[src/design/c4_pkg.sv]
package c4_pkg;

	// Board geometry
	localparam int ROWS = 8;
	localparam int COLS = 8;
	localparam int ROW_BITS = 3;
	localparam int COL_BITS = 3;
	// One extra bit so a full column reads as 8
	localparam int HEIGHT_BITS = 4;
	localparam logic [COL_BITS-1:0] LAST_COL = 3'd7;

	// Cell contents and whose turn it is
	typedef enum logic [1:0] {
		EMPTY   = 2'b00,
		PLAYER1 = 2'b01,
		PLAYER2 = 2'b10
	} player_e;

	// Row 0 is the bottom row, cell [0][0] sits in the top bits
	typedef player_e [0:ROWS-1][0:COLS-1] board_t;

	typedef struct packed {
		logic [ROW_BITS-1:0] row;
		logic [COL_BITS-1:0] col;
	} cursor_t;

	typedef struct packed {
		logic move_left;
		logic move_right;
		logic drop;
	} buttons_t;

	typedef enum logic [1:0] {IDLE, PLACE, CHECK, WIN} game_state_e;

	// Scan order of the win check
	typedef enum logic [3:0] {
		START,
		DOWN,
		ROW_1, ROW_2, ROW_3, ROW_4,
		UP_1, UP_2, UP_3, UP_4,
		DN_1, DN_2, DN_3, DN_4,
		DONE
	} window_e;

endpackage

[src/design/board_store.sv]
`timescale 1ns/1ps

module board_store
	import c4_pkg::*;
(
	input  logic                   clk,
	input  logic                   rst_n,
	input  logic                   place,
	input  logic [COL_BITS-1:0]    cursor_col,
	input  player_e                player,
	output logic [HEIGHT_BITS-1:0] col_height,
	output logic                   col_full,
	output board_t                 board
);

	board_t cells;
	// Number of pieces already in each column
	logic [HEIGHT_BITS-1:0] heights [COLS];

	assign col_height = heights[cursor_col];
	assign col_full = (col_height == HEIGHT_BITS'(ROWS));
	assign board = cells;

	always_ff @(posedge clk or negedge rst_n)
	begin
		if (!rst_n)
		begin
			for (int c = 0; c < COLS; c++)
			begin
				heights[c] <= '0;
				for (int r = 0; r < ROWS; r++)
				begin
					cells[r][c] <= EMPTY;
				end
			end
		end
		else if (place)
		begin
			// New piece lands on the lowest free cell
			cells[col_height[ROW_BITS-1:0]][cursor_col] <= player;
			heights[cursor_col] <= col_height + 1'b1;
		end
	end

endmodule

[config.mk]
export PLATFORM = sky130hd
export DESIGN_NAME = board_store
export DESIGN_NICKNAME = d
export VERILOG_FILES = /design/src/design/c4_pkg.sv /design/src/design/board_store.sv
export SDC_FILE = /design/constraint.sdc
export NUM_CORES = 1
export LEC_CHECK = 0
export BUFFER_PORTS_ARGS = -buffer_cell sky130_fd_sc_hd__buf_2
export CORE_UTILIZATION = 40
export DETAILED_ROUTE_END_ITERATION = 7
export HOLD_SLACK_MARGIN = 0.15
export SYNTH_ARGS = -nofsm -noshare
export SYNTH_HDL_FRONTEND = slang
export SYNTH_SLANG_ARGS = --single-unit
[constraint.sdc]
create_clock -name clk -period 3.2 [get_ports clk]
set_clock_uncertainty 0.15 [all_clocks]
set_input_delay 0.32 -clock clk [delete_from_list [all_inputs] [get_ports clk]]
set_output_delay 0.32 -clock clk [all_outputs]
set_load 0.1 [all_outputs]
==> impl_metrics.yaml <==
placed_design:
  dp.final_hpwl_um: 12160
  place_ws_ns: 0.08577
  port_buffers: 140
  gp_congestion: 0.8018
grt:
  grt_pass1_wl_um: 27630
  grt_use_total: 0.2075
  antenna_found_initial: 0
  grt_max_degree: 77
  gr-total-overflow: 0
  grt_pass1_vias: 4970
sta:
  final.setup.worst_slack_ns: 0.3098
  fmax_mhz: 346.0
  slew_viol_final: 0
  worstMarginPinSlew_ns: 1.185
  slew_headroom: 0.2102
  hold_viol: 0
  finalSetupViolCount: 0
  period_needed_ns: 2.890
  finalSetupTns_ns: 0
  rsz0062_at_grt: "false"
  post-route-period-util: 0.9032
synth:
  yosys_warnings: 0
  synth_top_flop_cell: "dfrtp_1"
  synth_cell_type_count: 44
  ys_seq_elements: 160
  ys_seq_area_frac: 0.5878
  synthTopCellsByCount: "dfrtp_1, mux2_2, nand2_1, nor2_1, clkbuf_1"
  syn_area_mm2: 0.006812
  async_flop_share: 1.000
  synth_area_leaders: "dfrtp_1, mux2_2, nand2_1"
  postSynthAreaPerCell_um2: 12.80
  synth_cells: 532
  syn-num-nets: 542
  post-synth-top-count-cell: "dfrtp_1"
  yosys.area.top_type: "dfrtp_1"
  synth_top_cell_area_share: 0.5878
  synth_edf_count: 0
floorplanning:
  die_area_mm2: 0.01755
  core_area_mm2: 0.01658
  die_w_um: 132.5
  initial_core_util: 0.4107
  num_rows: 47
  die_y_um: 132.5
  pin_count: 141
outcome:
  status: "finished, final reports clean"
critical_path:
  cp_max_fo: 13
  rr_worst_depth: 5
  cpPeakStageDelay_ns: 0.39
  crit_slowest_cell: "mux2_2"
  crit_chain: "buf_2 -> buf_4 -> mux2_2 -> a22oi_2 -> nor2_1 -> nor2_1 -> ha_1 -> and3_2 -> buf_12"
  crit_arrival_ns: 2.42
  reg2reg_setup_slack_ns: 0.43
  r2r_start: "heights[10]$_DFFE_PN0P_"
  cp.required_ns: 2.73
  critPathCaptureType: "primary output"
  cp_common_cell: "nor2_1"
  startpoint_type: "primary input"
  r2r_end: "board[45]$_DFFE_PN0P_"
  crit_type: "in2out"
clock_network:
  htreeDepth: 4
  clockRootBuffer: "clkbuf_16"
  clk_pin_slew_ns: 0.06
  clock-sinks: 160
  tritoncts.num_buffers: 17
  clockBufferDepth: 2
  cts_tree: "yes"
  clk_latency_ns: 0.42
layout:
  fillers: 1492
  antennaDiodeCount: 0
  regArea_mm2: 0.004004
  finalNetCount: 700
  multi_input_area_mm2: 0.002680
  drive_gt1_frac: 0.4922
  area_delta_synth_final_pct: 25.40
drt:
  ant_nets: 0
  route.detailed.drc: 0
  drtPass1Iterations: 5
  wl_um: 17160
  vias: 4749
  routedWlPerCell_um: 18.63
  via_per_inst: 5.156
  initialDrtViolationCount: 247
worst_hold_path:
  hold_start: "place"
  min_path_cells: 4
  hold_path_class: "in2reg"
  min_to: "heights[16]$_DFFE_PN0P_"
run:
  drv_cap: 0
==> cell usage in the layout (no fill, tap or decap), types with 5 or more instances in the layout <==
cell,synthesis,final
nor3_1,12,12
nand2_1,75,75
nor2_1,32,32
mux2_2,138,138
clkbuf_16,0,17
nand3_1,6,6
buf_2,5,137
o31ai_1,10,8
mux2i_1,8,8
buf_4,2,26
inv_1,5,5
o21ai_0,11,11
dfrtp_1,160,160
==> kinds of logic (layout without fill, tap and decap cells) <==
family	after synthesis	in the layout	synth area share
mux	150	150	0.2515
xor+xnor	1	1	0.001286
buf+inv	35	204	0.02131
fa+ha+maj	2	2	0.003673
compound gates	36	36	0.03674
simple gates	148	148	0.09772
flops	160	160	0.5878
==> what timing repair did <==
item                      CTS  global route
gates resized for setup     0             0
hold buffers                1             0
buffers inserted            0             0
hold endpoints to repair   74             0
==> cell type report <==
class / instances / share of cell area
inverter: 6 / 0.002637
multi-input combinational: 337 / 0.3138
clock inverter: 5 / 0.01201
tap: 220 / 0.03222
clock buffer: 25 / 0.05800
timing repair buffer: 168 / 0.1126
sequential: 160 / 0.4687
==> registers in the layout (all words and copies together), names as in the netlist <==
register	flops
board	128
heights	32
==> metal layers <==
| layer | up-vias | part of all wire | GRT usage |
|---|---|---|---|
| li1 | 2166 | - | - |
| met1 | 2453 | 0.44 | 0.2719 |
| met2 | 117 | 0.51 | 0.3398 |
| met3 | 13 | 0.047 | 0.05479 |
| met4 | 0 | 0.011 | 0.05811 |
| met5 | - | 0 | 0 |
==> critical path: cells and delay by family <==
family / cells / cell delay (ns)
adder cells (fa/ha/maj): 1 / 0.19
multiplexers: 1 / 0.39
buffers and inverters: 3 / 0.59
AO/OA/AOI/OAI: 1 / 0.38
AND/OR/NAND/NOR: 3 / 0.53
==> worst max-delay path by stage <==
stage / start / end / slack (ns) / cells past startpoint
2_1_floorplan: cursor_col[0] / heights[18]$_DFFE_PN0P_ / 0.07 / 10
3_3_place_gp: cursor_col[0] / heights[10]$_DFFE_PN0P_ / 0.16 / 10
3_5_place_dp: cursor_col[0] / heights[14]$_DFFE_PN0P_ / 0.09 / 10
4_1_cts: cursor_col[0] / col_full / 0.29 / 9
5_1_grt: cursor_col[0] / col_full / 0.16 / 9
6_report: cursor_col[0] / col_full / 0.31 / 9
==> stage by stage <==
| stage | utilization | instance area [µm²] | hold slack (ns) | instances |
|---|---|---|---|---|
| finish | 0.5151 | 8542 | 0.2742 | 921 |
| global route | 0.5151 | 8542 | 0.2695 | 921 |
| CTS | 0.5151 | 8542 | 0.2381 | 921 |
| detailed placement | 0.4784 | 7934 | 0.2505 | 890 |
| global placement | 0.4784 | 7934 | 0.2425 | 890 |
| floorplan | - | 6813 | -0.1256 | 532 |
Power is not shown: default switching activity piles up to over one toggle a cycle in this logic, so the estimate is an artifact.
