[src/design/c4_pkg.sv]
package c4_pkg;

	// Board geometry
	localparam int ROWS = 8;
	localparam int COLS = 8;
	localparam int ROW_BITS = 3;
	localparam int COL_BITS = 3;
	// One extra bit so a full column reads as 8
	localparam int HEIGHT_BITS = 4;
	localparam logic [COL_BITS-1:0] LAST_COL = 3'd7;

	// Cell contents and whose turn it is
	typedef enum logic [1:0] {
		EMPTY   = 2'b00,
		PLAYER1 = 2'b01,
		PLAYER2 = 2'b10
	} player_e;

	// Row 0 is the bottom row, cell [0][0] sits in the top bits
	typedef player_e [0:ROWS-1][0:COLS-1] board_t;

	typedef struct packed {
		logic [ROW_BITS-1:0] row;
		logic [COL_BITS-1:0] col;
	} cursor_t;

	typedef struct packed {
		logic move_left;
		logic move_right;
		logic drop;
	} buttons_t;

	typedef enum logic [1:0] {IDLE, PLACE, CHECK, WIN} game_state_e;

	// Scan order of the win check
	typedef enum logic [3:0] {
		START,
		DOWN,
		ROW_1, ROW_2, ROW_3, ROW_4,
		UP_1, UP_2, UP_3, UP_4,
		DN_1, DN_2, DN_3, DN_4,
		DONE
	} window_e;

endpackage

[src/design/button_edge.sv]
`timescale 1ns/1ps

module button_edge
	import c4_pkg::*;
(
	input  logic     clk,
	input  logic     rst_n,
	input  buttons_t levels,
	output buttons_t presses
);

	buttons_t sync_0;
	buttons_t sync_1;
	buttons_t sync_2;
	buttons_t fall;

	// Press is a 1 to 0 step between the two oldest stages
	always_comb
	begin
		fall = buttons_t'(sync_2 & ~sync_1);
		// Left and right together cancel each other
		if (fall.move_left && fall.move_right)
		begin
			fall.move_left = 1'b0;
			fall.move_right = 1'b0;
		end
	end

	always_ff @(posedge clk or negedge rst_n)
	begin
		if (!rst_n)
		begin
			sync_0 <= '1;
			sync_1 <= '1;
			sync_2 <= '1;
			presses <= '0;
		end
		else
		begin
			sync_0 <= levels;
			sync_1 <= sync_0;
			sync_2 <= sync_1;
			presses <= fall;
		end
	end

endmodule

[config.mk]
export PLATFORM = sky130hd
export DESIGN_NAME = button_edge
export DESIGN_NICKNAME = d
export VERILOG_FILES = /design/src/design/c4_pkg.sv /design/src/design/button_edge.sv
export SDC_FILE = /design/constraint.sdc
export NUM_CORES = 1
export LEC_CHECK = 0
export BUFFER_PORTS_ARGS = -buffer_cell sky130_fd_sc_hd__buf_2
export CAP_MARGIN = 20
export CORE_AREA = 2 2 39 41
export DETAILED_ROUTE_END_ITERATION = 12
export DIE_AREA = 0 0 41 43
export SYNTH_ARGS = -nofsm -noshare
export SYNTH_HDL_FRONTEND = slang
export SYNTH_SLANG_ARGS = --single-unit
[constraint.sdc]
create_clock -name clk -period 0.87 [get_ports clk]
set_input_delay 0.0435 -clock clk [delete_from_list [all_inputs] [get_ports clk]]
set_output_delay 0.0435 -clock clk [all_outputs]
set_load 0.01 [all_outputs]
==> impl_metrics.yaml, run 1 <==
outcome:
  outcome: "complete, but fails checks"
  violations: "negative setup slack"
global_routing:
  antenna_found_initial: 0
  overflow: 0
  grt_start_max_net_pins: 13
  track_usage_pct: 6.86
  grt_pass1_wl_um: 745
  grt_pass1_vias: 193
route:
  drc: 0
  drtIter0Drc: 0
  drtAntennaViolNets: 0
  wl_met3_um: 43
  routed.top_layer: "met3"
  wirelength_um: 468
  via_count: 175
  wl_met1_um: 180
  post_drt_wl_per_cell_um: 9.75
  wl_met2_um: 244
  first_pass_iters: 1
  viasPerCell: 3.65
floorplanning:
  die_w_um: 41
  coreArea_sq_um: 1380
  fp.dieArea_sq_um: 1760
  num_rows: 14
  top_level_ports: 8
  die_h_um: 43
  start_util_pct: 25.9
synth:
  synth_warnings: 0
  synth_common_cells: "dfstp_2, dfrtp_1"
  syn_area_sq_um: 359
  syn_inst: 17
  yosys-top-cells-area: "dfstp_2, dfrtp_1, nor2b_4, nor3b_2, a21boi_2"
  synthArstFlopShare_pct: 100
  synth.distinct_cells: 7
  synth_nets: 22
  yosysMostFrequentCell: "dfstp_2"
  synth_edf_count: 0
  ys_seq_elements: 12
  synth_ff_type: "dfstp_2"
  synth_top_area_share_pct: 65.9
  syn_avg_cell_area_sq_um: 21.1
  synth_sequential_area_ratio_pct: 86.8
  synth_top_area_cell: "dfstp_2"
sta:
  clock.fmax_ghz: 1.14
  min_period_over_period_pct: 101
  slew_violations: 0
  rsz0062_at_grt: "yes"
  fin_skew_ns: 0.00597
  whs_ns: 0.175
  layout_setup_ws_ns: -0.00653
  max_slew_margin_pct: 83.2
  setup_viol: 1
  worst_pin_slew_ns: 0.252
  finalCriticalPeriod_ns: 0.877
  hold_violations: 0
cells_and_area:
  postLayoutCellArea_sq_um: 480
  regArea_sq_um: 312
  antenna_cells: 0
  num-nets-final: 38
  final_core_util_pct: 34.7
  drive_above_1_share_pct: 68.8
  syn_to_final_growth_pct: 33.8
  multi_input_area_sq_um: 43.8
  fillers: 135
worst_hold_path:
  hold_class: "in2async"
placement:
  gp_congestion: 0.536
  postPlaceCellArea_sq_um: 414
  port_buffers: 7
  dp_slack_ns: -0.00529
critical_path:
  r2r_slack_ns: -0.007
  required_ns: 1.06
  path_class: "reg2reg"
  endpoint_kind: "flop"
  startpoint_type: "flop"
  reg2reg_depth: 2
  regToRegEndpoint: "presses[2]"
  arrival_ns: 1.07
  crit_path_max_fanout: 2
  reg2reg_from: "sync_2[2]"
clocking:
  cts_resized: 0
  postCtsSetupRepairBufs: 0
  clock_sinks: 12
  clkTransAtPathRegs_ns: 0.07
  htree_num_levels: 1
  numCtsBuffers: 3
  clk_latency_ns: 0.26
  cts_tree: "built"
  cts-root-buf: "clkbuf_4"
  clk_path_buf_depth: 2
power_and_ir_drop:
  p_leak_nw: 0.218
  pwr_density_cell_nw_per_um2: 2110
  ir_worst_vdd_mv: 0.733
run:
  drv_cap: 0
-- logic make-up (layout without fill, tap and decap cells) --
kind of cell    Yosys count  after routing  share of synthesized area (%)
flops                    12             12                           86.8
buf+inv                   1             16                           1.04
simple gates              3              3                           9.06
compound gates            1              1                           3.14
-- cells in the final DEF (no fill, tap or decap) --
cell type / n
nor2b_1: 1
dlygate4sd3_1: 4
buf_2: 7
clkbuf_1: 1
nor3b_2: 1
dfstp_2: 9
nor2b_4: 1
dfrtp_1: 3
a21boi_2: 1
clkbuf_4: 3
inv_1: 1
-- power breakdown --
group / total, mW / switching, mW / internal, mW
Combinational: 0.0563 / 0.0241 / 0.0323
Clock: 0.342 / 0.165 / 0.177
Sequential: 0.615 / 0.0119 / 0.603
-- metal layers --
metal	up-vias	GRT usage, %
li1	81	-
met4	0	4.00
met1	86	6.51
met2	8	11.3
met3	0	3.14
met5	-	0
-- critical path: stages (launching register included) --
cell	delay, ns
dfstp_2	0.52
nor2b_4	0.14
a21boi_2	0.15
-- registers in the layout, indices dropped and copies added (netlist names) --
name	count
sync_2	3
sync_0	3
sync_1	3
presses	3
-- what timing repair did --
item,in CTS,in global routing
hold endpoints to repair,15,0
hold buffers,4,0
pin swaps,0,0
endpoints found under the setup margin,1,1
-- layout make-up --
cell class | instances | share of cell area (%)
clock buffers | 4 | 5.47
flip-flops and latches | 12 | 64.8
well taps | 16 | 4.17
multi-input cells | 4 | 9.11
inverters | 1 | 0.781
repair buffers | 11 | 15.6
-- how the worst max path moves through the flow --
stage	slack [ns]	depth (start not counted)	startpoint	to
after floorplan	0.04	2	sync_2[2]	presses[2]
after global placement	0.04	2	sync_2[2]	presses[2]
after detailed placement	-0.005	2	sync_2[2]	presses[2]
after CTS	-0.02	2	sync_2[2]	presses[2]
after global routing	-0.03	2	sync_2[2]	presses[2]
final	-0.007	2	sync_2[2]	presses[2]
-- per-stage QoR --
step | TNS [ns] | instances | total power [mW]
after floorplan | 0 | 17 | 0.639
after global placement | 0 | 40 | 0.664
after detailed placement | -0.00529 | 40 | 0.670
after CTS | -0.0200 | 48 | 1.03
after global routing | -0.0337 | 48 | 1.07
final | -0.00653 | 48 | 1.01
Note: power is estimated with default switching activity, not from simulation.
==> run 2: changes to the inputs <==
--- a/config.mk
+++ b/config.mk
@@ -5,6 +5,7 @@
 export SDC_FILE = /design/constraint.sdc
 export NUM_CORES = 1
 export LEC_CHECK = 0
+export ABC_AREA = 1
 export BUFFER_PORTS_ARGS = -buffer_cell sky130_fd_sc_hd__buf_2
 export CAP_MARGIN = 20
 export CORE_AREA = 2 2 39 41
==> impl_metrics.yaml, run 2 <==
sta:
  whs_ns: 0.177
  min_period_over_period_pct: 92.1
  fin_skew_ns: 0.00665
  rsz0062_at_grt: "no"
  worst_pin_slew_ns: 0.260
  max_slew_margin_pct: 82.7
  finalCriticalPeriod_ns: 0.801
  clock.fmax_ghz: 1.25
  hold_violations: 0
  slew_violations: 0
  setup_viol: 0
  fin_setup_tns_ns: 0
floorplanning:
  fp.dieArea_sq_um: 1760
  die_h_um: 43
  die_w_um: 41
  num_rows: 14
  top_level_ports: 8
  coreArea_sq_um: 1380
  start_util_pct: 25.8
route:
  drtAntennaViolNets: 0
  via_count: 200
  first_pass_iters: 2
  drc: 0
  viasPerCell: 3.64
  drtIter0Drc: 1
  wirelength_um: 476
  post_drt_wl_per_cell_um: 8.65
power_and_ir_drop:
  intPower_mw: 0.885
  p_leak_nw: 0.235
  ir_worst_vdd_mv: 0.735
  switchingPower_mw: 0.210
  switching_share_pct: 19.2
  comb_power_share_pct: 5.0
  power_frac_clock_pct: 38.9
  pwr-share-seq_pct: 56.1
  pwr_density_cell_nw_per_um2: 2240
clocking:
  clock_sinks: 12
  numCtsBuffers: 3
  clk_latency_ns: 0.27
  cts_resized: 0
  clkTransAtPathRegs_ns: 0.08
  clk_path_buf_depth: 2
  cts_tree: "built"
  cts-root-buf: "clkbuf_4"
  htree_num_levels: 1
critical_path:
  crit_path_max_fanout: 1
  crit_buf_inv: 1
  critPathTopFamily: "flip-flops"
  critPathSlowestCell: "dfrtp_1"
  startpoint_type: "flop"
  max_stage_delay_ns: 0.36
  required_ns: 0.83
  endpoint_kind: "output port"
  arrival_ns: 0.76
  path_class: "reg2out"
  critical_path.cell_chain: "buf_2"
cells_and_area:
  antenna_cells: 0
  drive_above_1_share_pct: 51.3
  layout_common_cells: "dfstp_2, buf_2, nor2_1"
  final_common_cell: "dfstp_2"
  syn_to_final_growth_pct: 36.8
  num-nets-final: 45
synth:
  synth_top_area_cell: "dfstp_2"
  synth_edf_count: 0
  synth_ff_type: "dfstp_2"
  yosysMostFrequentCell: "dfstp_2"
  synthArstFlopShare_pct: 100
  syn_avg_cell_area_sq_um: 14.9
  synth_sequential_area_ratio_pct: 87.4
  ys_seq_elements: 12
  syn_inst: 24
  syn_area_sq_um: 357
  synth_warnings: 0
  synth_top_area_share_pct: 66.3
  synth.distinct_cells: 6
  synth_nets: 29
  synth_common_cells: "dfstp_2, nor2_1, dfrtp_1, inv_1"
  yosys-top-cells-area: "dfstp_2, dfrtp_1, nor2_1, inv_1, clkinv_1"
global_routing:
  grt_start_max_net_pins: 13
  grt_pass1_wl_um: 752
  overflow: 0
  grt_pass1_vias: 207
  track_usage_pct: 7.28
  antenna_found_initial: 0
worst_hold_path:
  hold_class: "in2async"
outcome:
  outcome: "completed"
placement:
  dp_hpwl_um: 301
  port_buffers: 7
  gp_congestion: 0.577
run:
  drv_cap: 0
## run 2: changes by cell type in the layout (fill, tap and decap cells not counted), moves of 2 or more
cell | before | now
nand2_1 | 0 | 2
inv_1 | 1 | 3
nor2_1 | 0 | 5
clkinv_1 | 0 | 2
## run 2: cells by family after synthesis
logic type | count (synthesis) | synth area share (%)
buffers and inverters | 5 | 5.26
flip-flops | 12 | 87.4
AND/OR/NAND/NOR | 7 | 7.37
## run 2: stage by stage
step	util, %	area [sq um]	instances	total power [mW]	worst slack (ns)
floorplan	-	357	24	0.636	0.110
global placement	29.7	412	47	0.663	0.0901
detailed placement	29.7	412	47	0.666	0.0726
CTS	35.3	488	55	1.11	0.0579
global route	35.3	488	55	1.15	0.0220
finish	35.3	488	55	1.09	0.0685
## run 2: routing by layer
| metal | wire length [um] | global-route usage (%) |
|---|---|---|
| met4 | 0 | 6.00 |
| met2 | 242 | 10.3 |
| met1 | 208 | 6.90 |
| met3 | 25 | 4.71 |
| met5 | 0 | 0 |
## run 2: timing repair
item / CTS / global route
setup buffers: 0 / 0
hold endpoints to repair: 15 / 0
hold buffers: 4 / 0
## run 2: final cells by class
class	count	area (sq um)
clock buffer	4	36.3
inverter	5	18.8
sequential	12	312
multi-input combinational	7	26.3
tap	16	20.0
fill	132	896
timing repair buffer	11	75.1
## run 2: final timing paths
path / slack (ns) / cells after the start / start / endpoint
min in group clk: 0.36 / 0 / sync_0[1] / sync_1[1]
max reg2reg: 0.07 / 3 / sync_1[2] / presses[2]
max: 0.07 / 1 / presses[0] / presses[0]
max in group asynchronous: 0.42 / 2 / rst_n / sync_1[1]
min: 0.18 / 2 / rst_n / presses[1]
min reg2reg: 0.36 / 0 / sync_0[1] / sync_1[1]
## run 2: power groups by stage
| stage | clock, mW | sequential [mW] | combinational (mW) |
|---|---|---|---|
| finish | 0.426 | 0.614 | 0.0549 |
| global route | 0.476 | 0.617 | 0.0608 |
| CTS | 0.440 | 0.615 | 0.0554 |
| detailed placement | 0 | 0.624 | 0.0419 |
| global placement | 0 | 0.622 | 0.0406 |
| floorplan | 0 | 0.625 | 0.0107 |
==> run 3: changes to the inputs <==
--- a/config.mk
+++ b/config.mk
@@ -11,6 +11,7 @@
 export CORE_AREA = 2 2 39 41
 export DETAILED_ROUTE_END_ITERATION = 12
 export DIE_AREA = 0 0 41 43
+export SETUP_SLACK_MARGIN = 0.4
 export SYNTH_ARGS = -nofsm -noshare
 export SYNTH_HDL_FRONTEND = slang
 export SYNTH_SLANG_ARGS = --single-unit
==> impl_metrics.yaml, run 3 (same netlist as run 2, synthesis figures left out) <==
sta:
  whs_ns: -0.120
  min_period_over_period_pct: 92.7
  setup_viol: 0
  rsz0062_at_grt: "yes"
  max_slew_margin_pct: 89.1
  hold_violations: 2
  layout_setup_ws_ns: 0.0637
  finalCriticalPeriod_ns: 0.806
  clock.fmax_ghz: 1.24
  fin_setup_tns_ns: 0
  worst_pin_slew_ns: 0.164
  slew_violations: 0
  fin_skew_ns: 0.00893
clocking:
  numCtsBuffers: 3
  htree_num_levels: 1
  cts-root-buf: "clkbuf_4"
  cts_tree: "built"
  clkTransAtPathRegs_ns: 0.08
  clk_path_buf_depth: 2
  clock_sinks: 12
  postCtsSetupRepairBufs: 0
  clk_latency_ns: 0.27
route:
  via_count: 197
  viasPerCell: 3.72
  post_drt_wl_per_cell_um: 8.17
  drtAntennaViolNets: 0
  drtIter0Drc: 2
  drc: 0
  first_pass_iters: 3
  wirelength_um: 433
critical_path:
  path_class: "reg2reg"
  arrival_ns: 0.96
  worstSetupStartpoint: "sync_2[2]"
  endpoint_kind: "flop"
  startpoint_type: "flop"
  required_ns: 1.03
  max_stage_delay_ns: 0.54
  critPathTopFamily: "flip-flops"
  reg2reg_from: "sync_2[2]"
  critical_path.cell_chain: "inv_1, nor2_1, nor2_1"
  critPathSlowestCell: "dfstp_2"
  crit_buf_inv: 1
  crit_top_cell: "nor2_1"
  crit_path_max_fanout: 2
global_routing:
  antenna_found_initial: 0
  overflow: 0
  grt_pass1_vias: 185
  grt_pass1_wl_um: 683
  track_usage_pct: 6.55
  grt_start_max_net_pins: 13
cells_and_area:
  final_common_cell: "dfstp_2"
  fin_cells: 53
  syn_to_final_growth_pct: 32.3
  multi_input_area_sq_um: 28.8
  fillers: 145
  final_core_util_pct: 34.1
  postLayoutCellArea_sq_um: 472
  antenna_cells: 0
  layout_common_cells: "dfstp_2, buf_2, nor2_1, clkbuf_4, dfrtp_1"
  drive_above_1_share_pct: 62.2
  regArea_sq_um: 312
  num-nets-final: 43
placement:
  postPlaceCellArea_sq_um: 414
  numPlacedInstances: 47
  dp_slack_ns: 0.0668
  gp_congestion: 0.579
  dp_hpwl_um: 301
  port_buffers: 7
power_and_ir_drop:
  ir_worst_vdd_mv: 0.953
  pwr_density_cell_nw_per_um2: 2160
  p_leak_nw: 0.227
  total_power_mw: 1.02
floorplanning:
  num_rows: 14
  coreArea_sq_um: 1380
  die_h_um: 43
  top_level_ports: 8
  die_w_um: 41
  start_util_pct: 25.8
  fp.dieArea_sq_um: 1760
worst_hold_path:
  hold_class: "in2reg"
  min_from: "levels[1]"
outcome:
  violations: "negative hold slack"
  outcome: "complete, but fails checks"
run:
  drv_cap: 0
-- run 3: cell types whose count changed in the layout (fill, tap and decap cells not counted) --
cell,previous run,this run
nor2_2,0,1
buf_6,0,1
clkbuf_1,0,1
dlygate4sd3_1,4,2
clkbuf_8,1,0
clkinv_2,0,2
inv_1,3,2
nor2_1,5,4
clkbuf_4,3,4
inv_2,0,1
clkinv_1,2,0
buf_2,7,5
-- run 3: worst register-to-register path: cells and delay by family, from the launching register on --
kind / cells / cell delay [ns]
flip-flops: 1 / 0.54
AND/OR/NAND/NOR: 2 / 0.12
buffers and inverters: 1 / 0.04
-- run 3: path summary, 6_finish.rpt --
kind                       cells after the start  slack [ns]         end
setup / recovery                               3        0.06  presses[1]
hold / removal                                 1       -0.12   sync_0[1]
setup reg to reg                               3        0.06  presses[1]
hold reg to reg                                0        0.36   sync_1[1]
max in group asynchronous                      2        0.47   sync_2[1]
min in group asynchronous                      2        0.16  presses[0]
-- run 3: area by class of cell --
type | instances | share of cell area (%)
flip-flops and latches | 12 | 66.0
clock buffers | 4 | 5.57
repair buffers | 9 | 13.5
well taps | 16 | 4.24
inverters | 5 | 4.51
multi-input cells | 7 | 6.10
-- run 3: routing by layer --
metal	GRT usage [%]	wire length [um]
met1	6.51	191
met2	8.44	211
met3	4.71	29
met4	6.00	0
met5	0	0
-- run 3: repair_timing --
action / 4_1_cts / 5_1_grt
hold endpoints to repair: 15 / 3
hold buffers: 1 / 1
pin swaps: 0 / 2
setup endpoints to repair: 12 / 17
gates resized for setup: 0 / 4
-- run 3: report_power, final --
| part | total [mW] | internal [mW] | switching [mW] |
|---|---|---|---|
| Combinational | 0.0525 | 0.0270 | 0.0255 |
| Sequential | 0.616 | 0.603 | 0.0133 |
| Clock | 0.349 | 0.177 | 0.172 |
