**src/design/c4_pkg.sv**
```systemverilog
package c4_pkg;

	// Board geometry
	localparam int ROWS = 8;
	localparam int COLS = 8;
	localparam int ROW_BITS = 3;
	localparam int COL_BITS = 3;
	// One extra bit so a full column reads as 8
	localparam int HEIGHT_BITS = 4;
	localparam logic [COL_BITS-1:0] LAST_COL = 3'd7;

	// Cell contents and whose turn it is
	typedef enum logic [1:0] {
		EMPTY   = 2'b00,
		PLAYER1 = 2'b01,
		PLAYER2 = 2'b10
	} player_e;

	// Row 0 is the bottom row, cell [0][0] sits in the top bits
	typedef player_e [0:ROWS-1][0:COLS-1] board_t;

	typedef struct packed {
		logic [ROW_BITS-1:0] row;
		logic [COL_BITS-1:0] col;
	} cursor_t;

	typedef struct packed {
		logic move_left;
		logic move_right;
		logic drop;
	} buttons_t;

	typedef enum logic [1:0] {IDLE, PLACE, CHECK, WIN} game_state_e;

	// Scan order of the win check
	typedef enum logic [3:0] {
		START,
		DOWN,
		ROW_1, ROW_2, ROW_3, ROW_4,
		UP_1, UP_2, UP_3, UP_4,
		DN_1, DN_2, DN_3, DN_4,
		DONE
	} window_e;

endpackage

```
**src/design/game_ctrl.sv**
```systemverilog
`timescale 1ns/1ps

module game_ctrl
	import c4_pkg::*;
(
	input  logic                   clk,
	input  logic                   rst_n,
	input  buttons_t               presses,
	input  logic [HEIGHT_BITS-1:0] col_height,
	input  logic                   col_full,
	input  logic                   hit,
	output logic                   place,
	output logic [COL_BITS-1:0]    cursor_col,
	output cursor_t                probe,
	output window_e                window,
	output player_e                player,
	output logic                   game_over
);

	game_state_e state;

	// Full columns never get a strobe
	assign place = (state == PLACE) && !col_full;

	always_ff @(posedge clk or negedge rst_n)
	begin
		if (!rst_n)
			state <= IDLE;
		else
		begin
			case (state)
				IDLE:
					if (presses.drop)
						state <= PLACE;
				PLACE:
					state <= col_full ? IDLE : CHECK;
				CHECK:
					if (window == DONE)
						state <= game_over ? WIN : IDLE;
				WIN:
					state <= WIN;
				default:
					state <= IDLE;
			endcase
		end
	end

	// Cursor only moves while waiting for input
	always_ff @(posedge clk or negedge rst_n)
	begin
		if (!rst_n)
			cursor_col <= '0;
		else if (state == IDLE)
		begin
			if (presses.move_right)
				cursor_col <= (cursor_col == LAST_COL) ? '0 : cursor_col + 1'b1;
			else if (presses.move_left)
				cursor_col <= (cursor_col == '0) ? LAST_COL : cursor_col - 1'b1;
		end
	end

	// Cell that was just filled
	always_ff @(posedge clk)
	begin
		if (place)
		begin
			probe.row <= col_height[ROW_BITS-1:0];
			probe.col <= cursor_col;
		end
	end

	always_ff @(posedge clk or negedge rst_n)
	begin
		if (!rst_n)
		begin
			window <= START;
			player <= PLAYER1;
			game_over <= 1'b0;
		end
		else if (state == PLACE)
			window <= START;
		else if (state == CHECK)
		begin
			if (hit)
				game_over <= 1'b1;
			if (window != DONE)
				window <= window_e'(window + 4'd1);
			else if (!game_over)
				player <= (player == PLAYER1) ? PLAYER2 : PLAYER1;
		end
	end

endmodule

```
**config.mk**
```make
export PLATFORM = sky130hd
export DESIGN_NAME = game_ctrl
export DESIGN_NICKNAME = d
export VERILOG_FILES = /design/src/design/c4_pkg.sv /design/src/design/game_ctrl.sv
export SDC_FILE = /design/constraint.sdc
export NUM_CORES = 1
export LEC_CHECK = 0
export BUFFER_PORTS_ARGS = -buffer_cell sky130_fd_sc_hd__buf_4
export CAP_MARGIN = 10
export CORE_UTILIZATION = 40
export DETAILED_ROUTE_END_ITERATION = 6
export GPL_ROUTABILITY_DRIVEN = 0
export SYNTH_ARGS = -nofsm -noshare
export SYNTH_HDL_FRONTEND = slang
export SYNTH_SLANG_ARGS = --single-unit
```
**constraint.sdc**
```tcl
create_clock -name clk -period 2.3 [get_ports clk]
set_input_delay 0.23 -clock clk [delete_from_list [all_inputs] [get_ports clk]]
set_output_delay 0.23 -clock clk [all_outputs]
set_load 0.05 [all_outputs]
```
==> results of run 1 <==
==> Yosys cell counts <==
cell | count | share of area
a21oi_1 | 10 | 0.052
o31ai_1 | 1 | 0.0078
nand3_1 | 1 | 0.0052
inv_1 | 10 | 0.039
mux2_2 | 1 | 0.012
o31a_1 | 1 | 0.0091
and3_1 | 1 | 0.0065
o21ai_0 | 1 | 0.0052
a31oi_1 | 2 | 0.013
and3b_1 | 1 | 0.0091
nand2_2 | 1 | 0.0065
mux2_4 | 1 | 0.016
nor3b_4 | 1 | 0.020
or2b_1 | 1 | 0.0078
a22oi_1 | 1 | 0.0078
a31o_2 | 2 | 0.018
a21oi_2 | 1 | 0.0091
o22a_1 | 1 | 0.0091
dfstp_2 | 1 | 0.027
o22ai_1 | 1 | 0.0065
nand2_1 | 5 | 0.020
and3_2 | 1 | 0.0078
ha_1 | 11 | 0.14
o21ai_1 | 1 | 0.0052
edfxtp_1 | 6 | 0.19
nor2b_1 | 5 | 0.033
mux2i_1 | 3 | 0.031
dfrtp_1 | 11 | 0.29
==> worst max path at each step <==
stage                         startpoint  slack, ps  cells past startpoint                  to
finish              state[1]$_DFFE_PN0P_        170                      5               place
CTS                 state[1]$_DFFE_PN0P_        130                      5               place
floorplan           state[1]$_DFFE_PN0P_        500                      4  probe[0]$_DFFE_PP_
detailed placement  state[1]$_DFFE_PN0P_        490                      5               place
global route        state[1]$_DFFE_PN0P_         30                      5               place
global placement    state[1]$_DFFE_PN0P_        510                      5               place
==> state kept, by name, indices dropped and copies added (netlist names) <==
name and count:
game_over 1, cursor_col 3, state 2, player 2, window 4, probe 6
==> routing by layer <==
layer / global-route usage / part of all wire / up-vias
met5: 0 / 0 / -
met1: 0.212 / 0.49 / 305
li1: - / - / 358
met3: 0.0298 / 0.054 / 5
met4: 0.0833 / 0.019 / 0
met2: 0.254 / 0.43 / 20
==> report_power, final <==
group	switching (mW)	internal (mW)	leakage, nW	total (mW)
clock network	0.103	0.0633	0.0154	0.166
logic	0.00904	0.0119	0.398	0.0210
registers	0	0.330	0.193	0.330
==> stage by stage <==
step           total power [mW]  worst slack (ps)  instance area (sq um)
5_1_grt                   0.532              27.3                   1230
2_1_floorplan             0.338               500                    961
6_report                  0.518               166                   1230
4_1_cts                   0.523               130                   1230
3_5_place_dp              0.357               486                   1190
3_3_place_gp              0.356               512                   1190
==> timing repair <==
action                                  CTS  global route
hold endpoints to repair                 12             0
hold buffers                              1             0
endpoints found under the setup margin    0             0
==> cell type report <==
type,instances,share of cell area
Timing Repair Buffer,27,0.167
Tap cell,28,0.0285
Sequential cell,18,0.392
Multi-Input combinational cell,55,0.360
Inverter,10,0.0306
Clock inverter,1,0.00306
Clock buffer,3,0.0183
==> cell families after synthesis <==
group,Yosys count
multiplexers,5
AND/OR/NAND/NOR,17
adder cells (fa/ha/maj),11
flip-flops,18
buffers and inverters,10
AO/OA/AOI/OAI,22
==> key figures, run 1 <==
Run status
  – Status: finished clean

Detailed routing
  – Drt first pass iters: 4
  – Drt total wl: 1910 um
  – Initial DRC Count: 9
  – Avg WL per Cell: 13.5 um
  – Drc violations: 0
  – Vias/cell: 4.85
  – Antenna viol nets, final: 0
  – DR vias: 688

Power
  – P per Cell Area: 422 mW/mm^2
  – Worst IR Drop VDD: 0.241 mV
  – Leakage: 0.606 nW

STA
  – Endpoints failing setup: 0
  – RSZ-0062 raised after global routing: false
  – Min Clock Period, post-route: 2130 ps
  – Hold Slack: 101 ps
  – Max Fclk: 469 MHz
  – Slew HR: 0.808
  – Setup tns final: 0 ps
  – Final count of hold timing violations: 0
  – Final Skew: 2.26 ps
  – Actual slew at the worst max-slew pin: 286 ps
  – Tcrit/Tclk final: 0.928
  – Max-slew violations: 0

Worst setup path
  – Critical Path, Cell by Cell: inv_1 > ha_1 > or2b_1 > inv_1 > buf_4
  – Max stage delay cell, worst path: dfrtp_1
  – Critical path data required time: 2070 ps
  – Reg2reg start: state[1]$_DFFE_PN0P_
  – Crit Reg-Reg Endpoint: probe[4]$_DFFE_PP_
  – CP most frequent cell: inv_1
  – Crit path largest cell delay: 420 ps
  – Crit. End Element: primary output
  – WP buf/inv: 3
  – Reg2Reg Setup Slack: 650 ps
  – CP startpoint kind: flop
  – Crit path DAT: 1900 ps
  – R2r worst-path depth: 4
  – Max FO, Critical Path: 7
  – CP top delay family: buffers and inverters
  – CP Class: reg2out

Layout
  – Area Overhead vs Synth: 27.7%
  – Antenna diodes: 0
  – Util after Layout: 0.550
  – Nets: 137
  – Leading cell type in the layout, fill and taps excluded: buf_4
  – FILL cells: 200
  – Most frequent cells in the layout: buf_4 (26), ha_1 (11), dfrtp_1 (11)
  – Area of the multi-input gates: 442 sq um
  – Register Area: 482 sq um
  – Post-Layout Cell Count: 142
  – Share of cells above drive strength 1: 0.333

Synth
  – Sequential element share of the synthesized area: 0.501
  – Mux contribution to synthesized area: 0.0586
  – Synth Register Bits: 18
  – Post-Synth Adder-Cell Area: 0.143
  – Post-Synth XOR/XNOR Area: 0
  – Unique masters post-synth: 28
  – Synth Area in Simple Gates: 0.115
  – Avg Inst Size Synth: 11.6 sq um
  – Post-Syn Nets: 105
  – Largest family of logic cells by synthesized area: compound AO/OA/AOI/OAI gates
  – Cell count after synthesis: 83
  – YS warnings: 0
  – Cell Area, Synth: 961 sq um
  – Synth Area in Compound Gates: 0.143

Clock network
  – Worst-skew pair later-pin latency: 300 ps
  – Max H-tree Level: 1
  – CTS sink cnt: 18
  – TritonCTS clock tree: done
  – Inserted Clock Buffers: 3
  – Post-CTS setup buffer count: 0
  – Clock slew at reported path FFs: 110 ps
  – Longest Clk Path Bufs: 2
  – Post-CTS sizing: 0
  – Clock root buffer master: clkbuf_4

Die
  – Core ar.: 0.00223 sq mm
  – Die area: 0.00260 sq mm
  – Die Span X: 51.0 um
  – IO Pins: 28
  – Die span in y: 51.0 um
  – Starting Density: 0.430
  – Rows: 17

Global routing
  – Vias in the first global route: 675
  – Initial antenna violation count: 0
  – Largest net degree at the start of global routing: 13
  – Global Route Usage Sum: 0.162
  – Global-route wire length before repair: 3010 um
  – Global route overflow: 0

Hold path
  – Min-Delay Startpoint: col_height[2]
  – Hold Path Class: in2reg
  – Hold EP: probe[5]$_DFFE_PP_
  – Hold Path Cell Cnt: 1

Placed design
  – I/O Buffers: 26
  – Detailed placement HPWL: 1420 um
  – Dpl cells: 137

Job
  – Max Cap Violations: 0
(Power assumes the default switching activity.)
==> run 2: changes to the inputs <==
--- a/config.mk
+++ b/config.mk
@@ -7,6 +7,7 @@
 export LEC_CHECK = 0
 export BUFFER_PORTS_ARGS = -buffer_cell sky130_fd_sc_hd__buf_4
 export CAP_MARGIN = 10
+export CORE_ASPECT_RATIO = 0.8
 export CORE_UTILIZATION = 40
 export DETAILED_ROUTE_END_ITERATION = 6
 export GPL_ROUTABILITY_DRIVEN = 0
==> run 2 against run 1 <==
The flow now finishes with violations (design-rule violations). Non-clock buffer count is the same. Hold slack gained 11 ps. Critical endpoint unchanged. Clock-buffer cell count is the same. Final cell count shrank 2.1%. Power shrank 1.9%. Sequential share of layout area grew 0.12 points. Register-to-register slack gained 30 ps. Critical path depth is the same. Highest routed layer unchanged.
==> key figures, run 2 (same netlist as run 1, synthesis figures left out) <==
Run status
  – Status: finished, violations left (was finished clean)
  – Failing checks: design-rule violations

Power
  – Worst IR Drop VDD: 0.246 mV (was 0.241 mV)
  – Total power: 0.508 mW (was 0.518 mW)
  – Leakage: 0.606 nW (unchanged)
  – P per Cell Area: 415 mW/mm^2 (was 422 mW/mm^2)

Die
  – Starting Density: 0.434 (was 0.430)
  – Die area: 0.00260 sq mm (about the same)
  – Rows: 15 (was 17)
  – Die span in y: 45.8 um (was 51.0 um)
  – Die Span X: 56.8 um (was 51.0 um)
  – IO Pins: 28 (unchanged)
  – Core ar.: 0.00221 sq mm (was 0.00223 sq mm)

STA
  – Min Clock Period, post-route: 2080 ps (was 2130 ps)
  – Max-slew violations: 0 (unchanged)
  – Endpoints failing setup: 0 (unchanged)
  – Tcrit/Tclk final: 0.906 (was 0.928)
  – Max Fclk: 480 MHz (was 469 MHz)
  – Slew HR: 0.822 (was 0.808)
  – Final Skew: 0.617 ps (was 2.26 ps)
  – Hold Slack: 112 ps (was 101 ps)
  – Final count of hold timing violations: 0 (unchanged)
  – Setup tns final: 0 ps (unchanged)
  – RSZ-0062 raised after global routing: false (unchanged)
  – Actual slew at the worst max-slew pin: 265 ps (was 286 ps)

Clock network
  – Worst-skew pair later-pin latency: 290 ps (was 300 ps)
  – Longest Clk Path Bufs: 2 (unchanged)
  – Clock slew at reported path FFs: 100 ps (was 110 ps)
  – Clock root buffer master: clkbuf_4 (unchanged)
  – TritonCTS clock tree: done (unchanged)
  – CTS sink cnt: 18 (unchanged)
  – Inserted Clock Buffers: 3 (unchanged)
  – Max H-tree Level: 1 (unchanged)

Worst setup path
  – Reg2reg start: state[1]$_DFFE_PN0P_ (unchanged)
  – Max FO, Critical Path: 7 (unchanged)
  – Crit. End Element: primary output (unchanged)
  – CP Class: reg2out (unchanged)
  – Crit path DAT: 1850 ps (was 1900 ps)
  – Critical path data required time: 2070 ps (about the same)
  – Worst setup path startpoint: state[1]$_DFFE_PN0P_ (unchanged)
  – CP startpoint kind: flop (unchanged)

Global routing
  – Initial antenna violation count: 0 (unchanged)
  – Global-route wire length before repair: 2910 um (was 3010 um)
  – Vias in the first global route: 643 (was 675)
  – Global Route Usage Sum: 0.152 (was 0.162)
  – Largest net degree at the start of global routing: 13 (unchanged)
  – Global route overflow: 0 (unchanged)

Layout
  – Top Registers: probe (6), window (4), cursor_col (3) (unchanged)
  – Nets: 137 (unchanged)
  – Largest register FFs: 6 (unchanged)
  – Leading cell type in the layout, fill and taps excluded: buf_4 (unchanged)
  – Area Overhead vs Synth: 27.3% (was 27.7%)
  – Share of cells above drive strength 1: 0.333 (unchanged)
  – Antenna diodes: 0 (unchanged)
  – Most flop-heavy register: probe (unchanged)
  – Post-Layout Cell Count: 139 (was 142)
  – Most frequent cells in the layout: buf_4 (26), ha_1 (11), dfrtp_1 (11) (unchanged)

Detailed routing
  – Drt first pass iters: 6 (was 4)
  – Initial DRC Count: 25 (was 9)
  – Vias/cell: 5.07 (was 4.85)
  – Avg WL per Cell: 12.8 um (was 13.5 um)
  – Wire length on met1: 914 um (was 944 um)
  – Drc violations: 6 (was 0)
  – DR vias: 705 (was 688)
  – Drt total wl: 1790 um (was 1910 um)
  – Routed wl met3: 114 um (was 103 um)
  – Antenna viol nets, final: 0 (unchanged)
  – Met2 Routed Length: 737 um (was 829 um)
  – DR top layer: met4 (unchanged)

Placed design
  – Detailed placement HPWL: 1390 um (was 1420 um)
  – I/O Buffers: 26 (unchanged)
  – Dpl cells: 134 (was 137)

Job
  – Max Cap Violations: 0 (unchanged)

Hold path
  – Hold Path Class: in2reg (unchanged)
  – Min-Delay Startpoint: col_height[2] (unchanged)
-- run 2: path summary, 6_finish.rpt --
kind / endpoint / slack [ps] / cells after the start
max: place / 220 / 5
min: probe[5]$_DFFE_PP_ / 110 / 1
max reg2reg: probe[3]$_DFFE_PP_ / 680 / 4
min reg2reg: probe[1]$_DFFE_PP_ / 530 / 0
max in group asynchronous: player[0]$_DFFE_PN1P_ / 1760 / 2
min in group asynchronous: player[1]$_DFFE_PN0P_ / 310 / 2
-- run 2: worst max-delay path: stages (launching register included) --
cell and delay, ps:
dfrtp_1 430, inv_1 110, ha_1 300, or2b_1 280, inv_1 200, buf_4 250
-- run 2: per-stage QoR --
stage	setup WS, ps	cell area, sq um	util
2_1_floorplan	500	961	-
4_1_cts	189	1220	0.553
5_1_grt	25.7	1220	0.553
6_report	217	1220	0.553
3_3_place_gp	526	1190	0.536
3_5_place_dp	520	1190	0.536
-- run 2: area by class of cell --
cell class	count	area (sq um)
fillers	195	991
well taps	25	31.3
inverters	10	37.5
flip-flops and latches	18	482
clock inverters	1	3.75
repair buffers	27	205
multi-input cells	55	442
clock buffers	3	22.5
-- run 2: what timing repair did --
action / in CTS / in global routing
hold endpoints to repair: 12 / 0
setup buffers: 0 / 0
hold buffers: 1 / 0
gates resized for setup: 0 / 0
endpoints found under the setup margin: 0 / 0
-- run 2: power breakdown --
| part | internal [mW] | leakage (nW) | switching (mW) |
|---|---|---|---|
| Combinational | 0.0119 | 0.398 | 0.00871 |
| Sequential | 0.330 | 0.193 | 0 |
| Clock | 0.0630 | 0.0154 | 0.0939 |
-- run 2: layer usage --
metal,up-vias,track usage
met1,326,0.214
met5,-,0
met4,0,0.0293
met3,2,0.0540
li1,357,-
met2,20,0.229
==> run 3: changes to the inputs <==
--- a/config.mk
+++ b/config.mk
@@ -11,6 +11,7 @@
 export CORE_UTILIZATION = 40
 export DETAILED_ROUTE_END_ITERATION = 6
 export GPL_ROUTABILITY_DRIVEN = 0
+export PLACE_DENSITY = 0.66
 export SYNTH_ARGS = -nofsm -noshare
 export SYNTH_HDL_FRONTEND = slang
 export SYNTH_SLANG_ARGS = --single-unit
==> run 3 against run 2 <==
The flow still finishes with violations (design-rule violations). Register-to-register slack worse by 40 ps. Clock-buffer cell count stayed put. Final cell count stayed put. Cell area stayed put. Critical endpoint unchanged.
==> key figures, run 3 (same netlist as run 1, synthesis figures left out) <==
Run status
  – Status: finished, violations left (unchanged)
  – Failing checks: design-rule violations (unchanged)

Clock network
  – Max H-tree Level: 1 (unchanged)
  – Clock root buffer master: clkbuf_4 (unchanged)
  – CTS sink cnt: 18 (unchanged)
  – Inserted Clock Buffers: 3 (unchanged)
  – Worst-skew pair later-pin latency: 300 ps (was 290 ps)
  – Post-CTS sizing: 0 (unchanged)
  – TritonCTS clock tree: done (unchanged)
  – Clock slew at reported path FFs: 110 ps (was 100 ps)
  – Longest Clk Path Bufs: 2 (unchanged)
  – Post-CTS setup buffer count: 0 (unchanged)

Global routing
  – Initial antenna violation count: 0 (unchanged)
  – Vias in the first global route: 728 (was 643)
  – Largest net degree at the start of global routing: 13 (unchanged)
  – Global Route Usage Sum: 0.172 (was 0.152)
  – Global route overflow: 0 (unchanged)
  – Global-route wire length before repair: 3290 um (was 2910 um)

STA
  – Endpoints failing setup: 0 (unchanged)
  – Tcrit/Tclk final: 0.928 (was 0.906)
  – Hold Slack: 107 ps (was 112 ps)
  – Actual slew at the worst max-slew pin: 279 ps (was 265 ps)
  – Setup tns final: 0 ps (unchanged)
  – Max Fclk: 469 MHz (was 480 MHz)
  – Slew HR: 0.814 (was 0.822)
  – Final Skew: 8.49 ps (was 0.617 ps)
  – Min Clock Period, post-route: 2130 ps (was 2080 ps)
  – RSZ-0062 raised after global routing: false (unchanged)
  – Final count of hold timing violations: 0 (unchanged)
  – Max-slew violations: 0 (unchanged)

Detailed routing
  – Drt first pass iters: 6 (unchanged)
  – DR vias: 708 (was 705)
  – Drc violations: 6 (unchanged)
  – Initial DRC Count: 21 (was 25)
  – Avg WL per Cell: 13.7 um (was 12.8 um)
  – Antenna viol nets, final: 0 (unchanged)
  – Vias/cell: 5.09 (was 5.07)
  – Drt total wl: 1900 um (was 1790 um)

Worst setup path
  – CP Class: reg2out (unchanged)
  – Critical path data required time: 2070 ps (about the same)
  – Max FO, Critical Path: 7 (unchanged)
  – Crit. End Element: primary output (unchanged)
  – Crit path DAT: 1900 ps (was 1850 ps)
  – CP startpoint kind: flop (unchanged)

Hold path
  – Hold Path Class: in2reg (unchanged)

Layout
  – Share of cells above drive strength 1: 0.333 (unchanged)
  – Area Overhead vs Synth: 27.3% (unchanged)
  – Nets: 137 (unchanged)
  – Post-Layout Cell Count: 139 (unchanged)
  – Antenna diodes: 0 (unchanged)
  – Top Registers: probe (6), window (4), cursor_col (3) (unchanged)
  – Leading cell type in the layout, fill and taps excluded: buf_4 (unchanged)
  – Largest register FFs: 6 (unchanged)
  – Most frequent cells in the layout: buf_4 (26), ha_1 (11), dfrtp_1 (11) (unchanged)
  – Util after Layout: 0.553 (unchanged)
  – FILL cells: 198 (was 195)
  – Most flop-heavy register: probe (unchanged)

Die
  – Die area: 0.00260 sq mm (unchanged)
  – Die span in y: 45.8 um (unchanged)
  – Rows: 15 (unchanged)
  – Core ar.: 0.00221 sq mm (unchanged)
  – IO Pins: 28 (unchanged)
  – Starting Density: 0.434 (unchanged)
  – Die Span X: 56.8 um (unchanged)

Power
  – P per Cell Area: 423 mW/mm^2 (was 415 mW/mm^2)
  – Worst IR Drop VDD: 0.373 mV (was 0.246 mV)
  – Total power: 0.517 mW (was 0.508 mW)
  – Leakage: 0.606 nW (unchanged)

Job
  – Max Cap Violations: 0 (unchanged)

Placed design
  – Detailed placement HPWL: 1430 um (was 1390 um)
  – Dpl cells: 134 (unchanged)
  – I/O Buffers: 26 (unchanged)
-- run 3: cell counts in the layout (fill, tap and decap cells not counted) --
No cell type changed its count.
-- run 3: layout make-up --
type | count | area, sq um | share of cell area
clock buffer | 3 | 22.5 | 0.0184
tap | 25 | 31.3 | 0.0256
clock inverter | 1 | 3.75 | 0.00307
multi-input combinational | 55 | 442 | 0.361
inverter | 10 | 37.5 | 0.0307
sequential | 18 | 482 | 0.394
timing repair buffer | 27 | 205 | 0.168
-- run 3: timing repair --
action	CTS	global route
endpoints found under the hold margin	12	0
hold buffers	1	0
setup endpoints to repair	0	0
-- run 3: power by group --
group	internal (mW)	leakage (nW)	total [mW]	switching (mW)
clock	0.0633	0.0154	0.166	0.103
combinational	0.0119	0.398	0.0212	0.00927
sequential	0.330	0.193	0.330	0
total	0.405	0.606	0.517	0.112
-- run 3: final timing paths --
| check | from | cells after the start | slack (ps) | to |
|---|---|---|---|---|
| setup / recovery | state[1]$_DFFE_PN0P_ | 5 | 170 | place |
| hold / removal | col_height[1] | 1 | 110 | probe[4]$_DFFE_PP_ |
| setup reg to reg | state[1]$_DFFE_PN0P_ | 4 | 640 | probe[3]$_DFFE_PP_ |
| min in group asynchronous | rst_n | 2 | 300 | cursor_col[1]$_DFFE_PN0P_ |
| hold reg to reg | cursor_col[1]$_DFFE_PN0P_ | 0 | 530 | probe[1]$_DFFE_PP_ |
| max in group asynchronous | rst_n | 2 | 1760 | player[0]$_DFFE_PN1P_ |
-- run 3: layer usage --
layer,global-route usage,part of all wire
met3,0.0625,0.060
met1,0.224,0.49
met4,0.0146,0.0053
met2,0.290,0.44
met5,0,0
-- run 3: stage by stage --
| step | setup slack [ps] | area [sq um] |
|---|---|---|
| floorplan | 500 | 961 |
| CTS | 151 | 1220 |
| global placement | 534 | 1190 |
| global route | 21.8 | 1220 |
| finish | 166 | 1220 |
| detailed placement | 494 | 1190 |
-- run 3: worst max-delay path: stages (launching register included) --
cell	delay [ps]
dfrtp_1	430
inv_1	110
ha_1	320
or2b_1	280
inv_1	210
buf_4	250
